`config.mk`:
```
export PLATFORM = sky130hd
export DESIGN_NAME = gic_top
export DESIGN_NICKNAME = d
export VERILOG_FILES = /design/src/logic/gic_pkg.sv /design/src/logic/word_stream_if.sv /design/src/logic/gic_ctrl_fsm.sv /design/src/logic/glb_addr_counter.sv /design/src/logic/port_to_word_packer.sv /design/src/logic/word_fifo.sv /design/src/logic/word_to_port_unpacker.sv /design/src/logic/gic_top.sv
export SDC_FILE = /design/constraint.sdc
export NUM_CORES = 1
export LEC_CHECK = 0
export ABC_AREA = 1
export BUFFER_PORTS_ARGS = -buffer_cell sky130_fd_sc_hd__buf_2
export CELL_PAD_IN_SITES_DETAIL_PLACEMENT = 1
export CELL_PAD_IN_SITES_GLOBAL_PLACEMENT = 1
export CORE_MARGIN = 3
export CORE_UTILIZATION = 35
export DETAILED_ROUTE_END_ITERATION = 16
export GPL_ROUTABILITY_DRIVEN = 0
export PLACE_DENSITY = 0.76
export SLEW_MARGIN = 25
export SYNTH_ARGS = -nofsm -noshare
export SYNTH_HDL_FRONTEND = slang
export SYNTH_SLANG_ARGS = --single-unit
export TNS_END_PERCENT = 5
```
`constraint.sdc`:
```
create_clock -name clk -period 2.25 [get_ports clk]
set_input_delay 0.1125 -clock clk [delete_from_list [all_inputs] [get_ports clk]]
set_output_delay 0.1125 -clock clk [all_outputs]
set_load 0.05 [all_outputs]
```
`src/logic/gic_pkg.sv`:
```
// Widths, types and config layout shared by every block of the global interface controller
`default_nettype none

package gic_pkg;

    // ====================
    // Widths and depths
    // ====================
    localparam int BEATS_PER_WORD = 2;
    localparam int FIFO_DEPTH     = 2;
    localparam int PORT_W         = 16;
    localparam int WORD_W         = PORT_W * BEATS_PER_WORD;

    typedef logic [PORT_W-1:0]                   port_data_t;
    typedef logic [WORD_W-1:0]                   glb_word_t;
    typedef logic [7:0]                          glb_addr_t;
    typedef logic [7:0]                          word_count_t;
    typedef logic [15:0]                         dram_addr_t;
    typedef logic [$clog2(BEATS_PER_WORD)-1:0]   beat_idx_t;
    typedef logic [$clog2(FIFO_DEPTH)-1:0]       fifo_ptr_t;
    typedef logic [$clog2(FIFO_DEPTH+1)-1:0]     fifo_cnt_t;

    // Index of the high half inside a word
    localparam beat_idx_t LAST_BEAT = beat_idx_t'(BEATS_PER_WORD - 1);

    // ====================
    // Config word layout
    // ====================
    // LSB up: dir, num_words, dram_base, glb_base
    localparam int CFG_DIR_POS  = 0;
    localparam int CFG_NUM_LSB  = CFG_DIR_POS + 1;
    localparam int CFG_DRAM_LSB = CFG_NUM_LSB + $bits(word_count_t);
    localparam int CFG_GLB_LSB  = CFG_DRAM_LSB + $bits(dram_addr_t);
    localparam int CFG_W        = CFG_GLB_LSB + $bits(glb_addr_t);
    // Command beat is the config word minus glb_base
    localparam int CMD_W        = CFG_GLB_LSB;

    typedef logic [CFG_W-1:0] cfg_info_t;
    typedef logic [CMD_W-1:0] cmd_t;

    // Controller states
    typedef enum logic [1:0] {
        ST_IDLE,
        ST_CMD,
        ST_IN2CHIP,
        ST_OUT2OFF
    } gic_state_e;

    // Field extraction
    function automatic glb_addr_t cfg_glb_base(cfg_info_t cfg);
        return cfg[CFG_GLB_LSB +: $bits(glb_addr_t)];
    endfunction

    function automatic dram_addr_t cfg_dram_base(cfg_info_t cfg);
        return cfg[CFG_DRAM_LSB +: $bits(dram_addr_t)];
    endfunction

    function automatic word_count_t cfg_num_words(cfg_info_t cfg);
        return cfg[CFG_NUM_LSB +: $bits(word_count_t)];
    endfunction

    // 0 in to chip, 1 out to off-chip
    function automatic logic cfg_dir(cfg_info_t cfg);
        return cfg[CFG_DIR_POS];
    endfunction

endpackage

`default_nettype wire

```
`src/logic/word_stream_if.sv`:
```
// Valid/ready stream of one buffer word plus last flag, used between the data path blocks
`default_nettype none

interface word_stream_if
    import gic_pkg::*;
();

    // ====================
    // Stream signals
    // ====================
    // One buffer word, low half first on the port
    glb_word_t data;
    // Final word of the transfer
    logic      last;
    logic      vld;
    logic      rdy;

    // Producer side
    modport src (
        output data,
        output last,
        output vld,
        input  rdy
    );

    // Consumer side
    modport snk (
        input  data,
        input  last,
        input  vld,
        output rdy
    );

endinterface

`default_nettype wire

```
`src/logic/gic_ctrl_fsm.sv`:
```
// Controller FSM; takes the config word, sends the command beat and enables one data path
`default_nettype none

module gic_ctrl_fsm
    import gic_pkg::*;
(
    input  logic      clk,
    input  logic      rst_n,
    input  logic      cfg_vld,
    input  cfg_info_t cfg_info,
    output logic      cfg_rdy,
    output logic      cmd_vld,
    output cmd_t      cmd,
    input  logic      cmd_rdy,
    input  logic      wr_last_fire,
    input  logic      out_last_fire,
    output logic      in_en,
    output logic      out_en,
    output logic      clear,
    output cfg_info_t cfg_q
);

    gic_state_e state;
    gic_state_e state_nxt;
    logic       cfg_fire;
    logic       cmd_fire;

    assign cfg_fire = cfg_vld && cfg_rdy;
    assign cmd_fire = cmd_vld && cmd_rdy;

    // ====================
    // Next state
    // ====================
    always_comb begin
        state_nxt = state;
        case (state)
            ST_IDLE: begin
                if (cfg_fire) begin
                    state_nxt = ST_CMD;
                end
            end
            ST_CMD: begin
                // Direction picks the data path
                if (cmd_fire) begin
                    state_nxt = cfg_dir(cfg_q) ? ST_OUT2OFF : ST_IN2CHIP;
                end
            end
            ST_IN2CHIP: begin
                // Done on the last GLB write
                if (wr_last_fire) begin
                    state_nxt = ST_IDLE;
                end
            end
            ST_OUT2OFF: begin
                // Done when off-chip takes the last beat
                if (out_last_fire) begin
                    state_nxt = ST_IDLE;
                end
            end
            default: state_nxt = ST_IDLE;
        endcase
    end

    always_ff @(posedge clk or negedge rst_n) begin
        if (!rst_n) begin
            state <= ST_IDLE;
        end else begin
            state <= state_nxt;
        end
    end

    // Config captured only while idle
    always_ff @(posedge clk or negedge rst_n) begin
        if (!rst_n) begin
            cfg_q <= '0;
        end else if (cfg_fire) begin
            cfg_q <= cfg_info;
        end
    end

    // ====================
    // Outputs
    // ====================
    assign cfg_rdy = (state == ST_IDLE);
    assign clear   = (state == ST_IDLE);
    assign cmd_vld = (state == ST_CMD);
    assign in_en   = (state == ST_IN2CHIP);
    assign out_en  = (state == ST_OUT2OFF);

    // Command beat from the registered fields
    assign cmd = {cfg_dram_base(cfg_q), cfg_num_words(cfg_q), cfg_dir(cfg_q)};

    // Zero-length transfer would never finish
    a_num_words_nonzero: assert property (@(posedge clk) disable iff (!rst_n)
        cfg_fire |-> (cfg_num_words(cfg_info) != '0));

    // One data path at a time, the one the stored direction selects
    a_one_path: assert property (@(posedge clk) disable iff (!rst_n)
        (in_en || out_en) |-> ({in_en, out_en} == {!cfg_dir(cfg_q), cfg_dir(cfg_q)}));

endmodule

`default_nettype wire

```
`src/logic/glb_addr_counter.sv`:
```
// Write, read-address and read-data word counters; give GLB offsets and end-of-transfer flags
`default_nettype none

module glb_addr_counter
    import gic_pkg::*;
(
    input  logic        clk,
    input  logic        rst_n,
    input  logic        clear,
    input  word_count_t num_words,
    input  logic        wr_fire,
    input  logic        rd_addr_fire,
    input  logic        rd_data_fire,
    output word_count_t wr_cnt,
    output word_count_t rd_addr_cnt,
    output logic        rd_issue_done,
    output logic        data_last
);

    // Read words already taken by the unpacker
    word_count_t rd_data_cnt;

    // ====================
    // Counters
    // ====================
    always_ff @(posedge clk or negedge rst_n) begin
        if (!rst_n) begin
            wr_cnt      <= '0;
            rd_addr_cnt <= '0;
            rd_data_cnt <= '0;
        end else if (clear) begin
            wr_cnt      <= '0;
            rd_addr_cnt <= '0;
            rd_data_cnt <= '0;
        end else begin
            if (wr_fire) begin
                wr_cnt <= wr_cnt + 1'b1;
            end
            if (rd_addr_fire) begin
                rd_addr_cnt <= rd_addr_cnt + 1'b1;
            end
            if (rd_data_fire) begin
                rd_data_cnt <= rd_data_cnt + 1'b1;
            end
        end
    end

    // All read addresses sent
    assign rd_issue_done = (rd_addr_cnt == num_words);
    // Word now arriving is the final one
    assign data_last     = (rd_data_cnt == word_count_t'(num_words - 1'b1));

    // Top must stop address requests at the count
    a_no_extra_addr: assert property (@(posedge clk) disable iff (!rst_n)
        rd_addr_fire |-> !rd_issue_done);

endmodule

`default_nettype wire

```
`src/logic/port_to_word_packer.sv`:
```
// Packs two off-chip port beats into one buffer word for the in-to-chip path
`default_nettype none

module port_to_word_packer
    import gic_pkg::*;
(
    input  logic          clk,
    input  logic          rst_n,
    input  logic          clear,
    input  logic          in_en,
    input  port_data_t    in_dat,
    input  logic          in_vld,
    input  logic          in_last,
    output logic          in_rdy,
    word_stream_if.src    word_o
);

    beat_idx_t  beat_idx;
    logic       word_vld_q;
    port_data_t lo_q;
    glb_word_t  word_q;
    logic       last_q;
    logic       in_fire;
    logic       out_fire;

    // Stall input while a packed word waits
    assign in_rdy   = in_en && !word_vld_q;
    assign in_fire  = in_vld && in_rdy;
    assign out_fire = word_o.vld && word_o.rdy;

    // ====================
    // Control
    // ====================
    always_ff @(posedge clk or negedge rst_n) begin
        if (!rst_n) begin
            beat_idx   <= '0;
            word_vld_q <= 1'b0;
        end else if (clear) begin
            beat_idx   <= '0;
            word_vld_q <= 1'b0;
        end else begin
            if (in_fire) begin
                beat_idx <= (beat_idx == LAST_BEAT) ? '0 : beat_idx + 1'b1;
            end
            // Word complete on the high beat
            if (in_fire && beat_idx == LAST_BEAT) begin
                word_vld_q <= 1'b1;
            end else if (out_fire) begin
                word_vld_q <= 1'b0;
            end
        end
    end

    // Payload
    always_ff @(posedge clk) begin
        if (in_fire && beat_idx != LAST_BEAT) begin
            lo_q <= in_dat;
        end
        if (in_fire && beat_idx == LAST_BEAT) begin
            word_q <= {in_dat, lo_q};
            // Last flag follows the high beat
            last_q <= in_last;
        end
    end

    assign word_o.data = word_q;
    assign word_o.last = last_q;
    assign word_o.vld  = word_vld_q;

endmodule

`default_nettype wire

```
`src/logic/word_fifo.sv`:
```
// First-word-fall-through FIFO between the packer and the GLB write port, flushed while idle
`default_nettype none

module word_fifo
    import gic_pkg::*;
(
    input  logic       clk,
    input  logic       rst_n,
    input  logic       clear,
    word_stream_if.snk push_s,
    word_stream_if.src pop_s
);

    glb_word_t data_mem [FIFO_DEPTH];
    logic      last_mem [FIFO_DEPTH];
    fifo_ptr_t wr_ptr;
    fifo_ptr_t rd_ptr;
    fifo_cnt_t count;
    logic      full;
    logic      empty;
    logic      push;
    logic      pop;

    assign full  = (count == FIFO_DEPTH);
    assign empty = (count == '0);
    assign push  = push_s.vld && push_s.rdy;
    assign pop   = pop_s.vld && pop_s.rdy;

    // ====================
    // Pointers and count
    // ====================
    always_ff @(posedge clk or negedge rst_n) begin
        if (!rst_n) begin
            wr_ptr <= '0;
            rd_ptr <= '0;
            count  <= '0;
        end else if (clear) begin
            wr_ptr <= '0;
            rd_ptr <= '0;
            count  <= '0;
        end else begin
            if (push) begin
                wr_ptr <= (wr_ptr == fifo_ptr_t'(FIFO_DEPTH - 1)) ? '0 : wr_ptr + 1'b1;
            end
            if (pop) begin
                rd_ptr <= (rd_ptr == fifo_ptr_t'(FIFO_DEPTH - 1)) ? '0 : rd_ptr + 1'b1;
            end
            case ({push, pop})
                2'b10:   count <= count + 1'b1;
                2'b01:   count <= count - 1'b1;
                default: count <= count;
            endcase
        end
    end

    // Storage
    always_ff @(posedge clk) begin
        if (push) begin
            data_mem[wr_ptr] <= push_s.data;
            last_mem[wr_ptr] <= push_s.last;
        end
    end

    // Head shown without a read cycle
    assign push_s.rdy = !full;
    assign pop_s.vld  = !empty;
    assign pop_s.data = data_mem[rd_ptr];
    assign pop_s.last = last_mem[rd_ptr];

    // Pointers meet only when the count says empty or full
    a_no_over_under: assert property (@(posedge clk) disable iff (!rst_n)
        (wr_ptr == rd_ptr) == (empty || full));

endmodule

`default_nettype wire

```
`src/logic/word_to_port_unpacker.sv`:
```
// Splits each GLB read word into two port beats for the out-to-off-chip path
`default_nettype none

module word_to_port_unpacker
    import gic_pkg::*;
(
    input  logic       clk,
    input  logic       rst_n,
    input  logic       clear,
    input  logic       out_en,
    input  glb_word_t  rd_dat,
    input  logic       rd_dat_vld,
    input  logic       data_last,
    output logic       rd_dat_rdy,
    output port_data_t out_dat,
    output logic       out_vld,
    output logic       out_last,
    input  logic       out_rdy
);

    glb_word_t word_q;
    logic      last_q;
    logic      full_q;
    beat_idx_t half_q;
    logic      in_fire;
    logic      out_fire;

    // One word at a time
    assign rd_dat_rdy = out_en && !full_q;
    assign in_fire    = rd_dat_vld && rd_dat_rdy;
    assign out_fire   = out_vld && out_rdy;

    // ====================
    // Control
    // ====================
    always_ff @(posedge clk or negedge rst_n) begin
        if (!rst_n) begin
            full_q <= 1'b0;
            half_q <= '0;
        end else if (clear) begin
            full_q <= 1'b0;
            half_q <= '0;
        end else if (in_fire) begin
            full_q <= 1'b1;
            half_q <= '0;
        end else if (out_fire) begin
            // Word released after its high half
            if (half_q == LAST_BEAT) begin
                full_q <= 1'b0;
                half_q <= '0;
            end else begin
                half_q <= half_q + 1'b1;
            end
        end
    end

    // Payload
    always_ff @(posedge clk) begin
        if (in_fire) begin
            word_q <= rd_dat;
            last_q <= data_last;
        end
    end

    // Low half first
    assign out_dat  = word_q[half_q * PORT_W +: PORT_W];
    assign out_vld  = full_q;
    // Only the high half of the final word
    assign out_last = full_q && last_q && (half_q == LAST_BEAT);

endmodule

`default_nettype wire

```
`src/logic/gic_top.sv`:
```
// Top level of the global interface controller; wires the FSM, counters and data paths to ports
`default_nettype none

module gic_top
    import gic_pkg::*;
(
    input  logic       clk,
    input  logic       rst_n,
    // Config from the central control unit
    input  logic       cfg_vld,
    output logic       cfg_rdy,
    input  cfg_info_t  cfg_info,
    // Command beat
    output logic       cmd_vld,
    output cmd_t       cmd,
    input  logic       cmd_rdy,
    // Outbound port
    output port_data_t out_dat,
    output logic       out_vld,
    output logic       out_last,
    input  logic       out_rdy,
    // Inbound port
    input  port_data_t in_dat,
    input  logic       in_vld,
    input  logic       in_last,
    output logic       in_rdy,
    // GLB read
    output glb_addr_t  rd_addr,
    output logic       rd_addr_vld,
    input  logic       rd_addr_rdy,
    input  glb_word_t  rd_dat,
    input  logic       rd_dat_vld,
    output logic       rd_dat_rdy,
    // GLB write
    output glb_addr_t  wr_addr,
    output glb_word_t  wr_dat,
    output logic       wr_vld,
    input  logic       wr_rdy
);

    cfg_info_t   cfg_q;
    logic        in_en;
    logic        out_en;
    logic        clear;
    logic        wr_fire;
    logic        wr_last_fire;
    logic        out_last_fire;
    logic        rd_addr_fire;
    logic        rd_data_fire;
    logic        rd_issue_done;
    logic        data_last;
    word_count_t wr_cnt;
    word_count_t rd_addr_cnt;

    word_stream_if pack_s ();
    word_stream_if fifo_s ();

    // ====================
    // Handshakes
    // ====================
    assign wr_fire       = fifo_s.vld && fifo_s.rdy;
    assign wr_last_fire  = wr_fire && fifo_s.last;
    assign out_last_fire = out_vld && out_rdy && out_last;
    assign rd_addr_fire  = rd_addr_vld && rd_addr_rdy;
    assign rd_data_fire  = rd_dat_vld && rd_dat_rdy;

    // GLB write port straight from the FIFO head
    assign wr_dat     = fifo_s.data;
    assign wr_vld     = fifo_s.vld;
    assign fifo_s.rdy = wr_rdy;

    // Addresses wrap modulo 256
    assign wr_addr     = cfg_glb_base(cfg_q) + wr_cnt;
    assign rd_addr     = cfg_glb_base(cfg_q) + rd_addr_cnt;
    assign rd_addr_vld = out_en && !rd_issue_done;

    // ====================
    // Instances
    // ====================
    gic_ctrl_fsm ctrl_i (
        .clk, .rst_n, .cfg_vld, .cfg_info, .cfg_rdy, .cmd_vld, .cmd, .cmd_rdy,
        .wr_last_fire, .out_last_fire, .in_en, .out_en, .clear, .cfg_q
    );

    glb_addr_counter cnt_i (
        .clk, .rst_n, .clear, .num_words(cfg_num_words(cfg_q)), .wr_fire,
        .rd_addr_fire, .rd_data_fire, .wr_cnt, .rd_addr_cnt, .rd_issue_done, .data_last
    );

    port_to_word_packer pack_i (
        .clk, .rst_n, .clear, .in_en, .in_dat, .in_vld, .in_last, .in_rdy,
        .word_o(pack_s.src)
    );

    word_fifo fifo_i (
        .clk, .rst_n, .clear, .push_s(pack_s.snk), .pop_s(fifo_s.src)
    );

    word_to_port_unpacker unpack_i (
        .clk, .rst_n, .clear, .out_en, .rd_dat, .rd_dat_vld, .data_last, .rd_dat_rdy,
        .out_dat, .out_vld, .out_last, .out_rdy
    );

endmodule

`default_nettype wire

```
==> impl.org <==
** GRT
- Number of antenna violations at the first check in global routing :: 2
- Number of global-route vias before repair :: 7490
- The first global-routing pass estimated 40100 um of wire.
- GR Util All Layers :: 17.9%
- Pin count of the biggest net entering global routing :: 68
- For this run the aggregate overflow at the end of global routing stands at 0.

** Synthesis
- Each instance of the synthesized netlist takes up on average 11.5 um^2.
- Syn. warnings :: 0
- Synthesis produced a netlist with a net count of 905.
- Cell types with the largest area share after synthesis :: sky130_fd_sc_hd__edfxtp_1 (49%), sky130_fd_sc_hd__dfrtp_1 (18%), sky130_fd_sc_hd__nand2_1 (10%)
- Cell count after synthesis :: 794
- Of all flip-flops after synthesis, the portion carrying an async set or reset was 31.2%.
- Of all cell types, the one taking the most synthesized area is sky130_fd_sc_hd__edfxtp_1.
- In this run, synthesis inferred 148 flip-flops with an integrated enable.
- Predominant post-synthesis flop cell :: sky130_fd_sc_hd__edfxtp_1
- Synthesis inferred 215 register bits.
- Summing the sequential cell areas from Yosys gives 66.9% of the chip area.
- In the post-synthesis netlist, the cell with the most instances is sky130_fd_sc_hd__nand2_1.
- In this run the cell area of the synthesized design comes to 0.00914 mm^2.
- Of the post-synthesis cell area, the dominant cell type holds 48.6%.
- Library cells used by synthesis :: 35
- Top cells by instance count after synthesis :: sky130_fd_sc_hd__nand2_1 (250), sky130_fd_sc_hd__edfxtp_1 (148), sky130_fd_sc_hd__dfrtp_1 (67)

** Worst hold path
- For hold timing, the worst endpoint is pack_i.beat_idx$_DFFE_PN0P_.
- Class of the worst hold path :: in -> reg
- In this run the most critical hold path is launched from in_vld.
- Counting instances, the worst hold path has a depth of 3.

** Setup path
- Kind of critical path :: reg -> out
- Type of origin of the critical path :: flip-flop
- Worst reg-to-reg setup slack :: 0.28 ns
- Largest fanout of any net on the critical path :: 3
- In this run the critical register-to-register path is launched from ctrl_i.state[0]$_DFFE_PN0P_.
- STA puts the critical path data arrival time at 2.24 ns.
- Critical path data required time :: 2.14 ns
- Sort of element at the end of the critical path :: primary output
- Endpoint of the lowest-slack register-to-register path :: ctrl_i.state[1]$_DFFE_PN0P_
- The number of cells on the worst reg-to-reg path is 5.

** Timing
- For the pin with the worst max-slew slack, the measured transition is 0.590 ns.
- Setup clock skew after layout :: 0.00978 ns
- FMAX :: 425 MHz
- Unrepaired setup endpoints after global routing :: true
- Max Slew Vio Count :: 0
- Min cycle time layout :: 2.35 ns
- In the post-route analysis, the smallest setup slack over all paths is -0.104 ns.
- Final TNS setup :: -0.229 ns
- Hold Violations, Final :: 0
- Period utilization :: 105%
- Worst slew margin relative to its limit :: 60.6%
- Worst hold slack :: 0.0186 ns
- Total of endpoints with negative setup slack in the final report :: 4

** Power
- Cell leakage power :: 0.00531 uW
- Power spread over the standard cell area amounts to 1480 mW/mm^2.
- Across the VDD grid, the largest voltage drop is 1030 uV.

** Floorplanning
- Boundary pin count :: 188
- Die area :: 0.0281 mm^2
- Number of placement rows :: 58
- Effective utilization at floorplan :: 36.0%
- The die is 168 um tall.
- CORE AREA :: 0.0254 mm^2
- Die X-Extent :: 168 um

** Route
- Count of TritonRoute iterations in the first routing pass :: 5
- Count of nets left with antenna violations after detail routing :: 0
- Overall routed net length :: 25700 um
- In the routed layout, each cell is associated on average with a via count of 4.77.
- For this block, the initial DRC count from the detailed router was 328.
- Count of vias placed by the detailed router :: 6794
- DRC viols :: 0
- In the final routed layout, each cell accounts on average for 18.0 um.

** Layout
- The area growth from synthesis to layout is 33.9%.
- In the final layout, the multi-input gates occupy 0.00270 mm^2.
- Register Area :: 0.00613 mm^2
- Filler Cells Inserted :: 2770
- In the final design database the tool counted 1185 nets.
- The post-route netlist has 28.4% of its cells at a drive strength greater than 1.
- Cells fill 48.2% of the core in the end.

** Clocking
- Number of levels the H-tree was split into :: 1
- TritonCTS built the clock tree.
- Number of sinks on the clock net :: 215
- Clock-pin slew was measured on the worst setup and hold paths at 0.06 ns.
- Total clock buffers created by CTS :: 24
- CTS Root Buffer Type :: sky130_fd_sc_hd__clkbuf_16
- Clock latency reported for the late side of the worst-skew pair :: 0.51 ns
- No sink is reached through more buffers than the 3 on the longest clock path.

** Place
- The count of buffers added on input and output ports is 187.
- The HPWL after detailed placement is 15900 um.
- Pre-CTS setup slack :: 0.0694 ns

** Outcome
- Result of the run :: complete, but fails checks
- The final reports fail on negative setup slack.

** Job
- Number of maximum-capacitance violations :: 0
[cell type report]
cell class | count | share of cell area [%]
antenna | 2 | 0.0409
multi-input combinational | 483 | 22.1
sequential | 215 | 50.0
clock inverter | 10 | 0.705
clock buffer | 34 | 5.29
tap | 330 | 3.37
inverter | 54 | 1.66
timing repair buffer | 296 | 16.8
[cells by family after synthesis]
logic type,Yosys count,synth area share (%)
buffers and inverters,96,5.06
multiplexers,26,3.20
AND/OR/NAND/NOR,354,15.8
adder cells (fa/ha/maj),20,2.90
AO/OA/AOI/OAI,49,2.85
XOR/XNOR,34,3.26
flip-flops,215,66.9
[placed cells by master, fill, tap and decap left out, drive strengths merged]
cell type    instances
a211oi               1
a21oi               26
a31o                 1
a31oi                1
a32o                 1
buf                206
bufinv               1
clkbuf              35
clkinv               9
clkinvlp             1
dfrtp               67
diode                2
dlygate4sd3         89
edfxtp             148
fa                   2
ha                  18
inv                 53
mux2                26
nand2              253
nand3               35
nand3b               1
nand4                5
nor2                49
nor3                 8
nor4                 2
o21ai               17
o22ai                2
or2                  1
xnor2               16
xor2                18
[worst max path at each step]
| stage | startpoint | to | slack (ns) | cells past startpoint |
|---|---|---|---|---|
| final | ctrl_i.cfg_q[25]$_DFFE_PN0P_ | wr_addr[6] | -0.10 | 11 |
| after global routing | ctrl_i.cfg_q[25]$_DFFE_PN0P_ | wr_addr[6] | -0.23 | 11 |
| after CTS | ctrl_i.cfg_q[25]$_DFFE_PN0P_ | rd_addr[6] | -0.12 | 9 |
| after detailed placement | cnt_i.wr_cnt[0]$_DFFE_PN0P_ | wr_addr[6] | 0.07 | 11 |
| after global placement | cnt_i.wr_cnt[0]$_DFFE_PN0P_ | wr_addr[6] | 0.20 | 11 |
| after floorplan | fifo_i.count[0]$_DFFE_PN0P_ | fifo_i.data_mem[1][0]$_DFFE_PP_ | -0.19 | 4 |
[critical path, cell delays in order, from the launching register on]
cell and delay, ns:
sky130_fd_sc_hd__dfrtp_1 0.38, sky130_fd_sc_hd__ha_2 0.21, sky130_fd_sc_hd__inv_2 0.04, sky130_fd_sc_hd__fa_2 0.37, sky130_fd_sc_hd__o21ai_2 0.16, sky130_fd_sc_hd__nand2_1 0.10, sky130_fd_sc_hd__nand2_1 0.07, sky130_fd_sc_hd__a21oi_1 0.07
sky130_fd_sc_hd__inv_1 0.07, sky130_fd_sc_hd__nand2_1 0.05, sky130_fd_sc_hd__nand2_1 0.07, sky130_fd_sc_hd__buf_6 0.15
[power by group]
group | switching (uW) | total (uW) | internal, uW
Sequential | 646 | 5800 | 5150
Combinational | 6300 | 8600 | 2300
Clock | 1540 | 3660 | 2130
Total | 8490 | 18100 | 9580
[stage by stage]
step,instance area (um^2),power (uW),std cells
finish,12200,18100,1424
global route,12200,19100,1424
CTS,12200,18000,1421
detailed placement,10400,13900,1284
global placement,10400,13700,1284
floorplan,9160,12100,794
[routing by layer]
| metal | vias to the layer above | wire length, um | GRT usage [%] |
|---|---|---|---|
| met5 | - | 0 | 0 |
| met4 | 0 | 879 | 5.91 |
| met3 | 57 | 1330 | 3.45 |
| met2 | 201 | 13600 | 33.4 |
| met1 | 3344 | 9820 | 20.5 |
| li1 | 3192 | - | - |
[registers in the layout (all words and copies together) (netlist names), 2 cells and up]
signal              cells
fifo_i.data_mem        64
unpack_i.word_q        32
cnt_i.rd_addr_cnt       8
fifo_i.count            2
ctrl_i.state            2
ctrl_i.cfg_q           33
cnt_i.rd_data_cnt       8
pack_i.lo_q            16
fifo_i.last_mem         2
pack_i.word_o.data     32
cnt_i.wr_cnt            8
[repair_timing]
item / 4_1_cts / 5_1_grt
cloned: 0 / 0
resized for setup: 24 / 15
hold buffers: 89 / 0
hold endpoints to repair: 172 / 0
setup endpoints to repair: 8 / 22
pin swaps: 3 / 1
setup buffers: 4 / 1
Note: power is estimated with default switching activity, not from simulation.
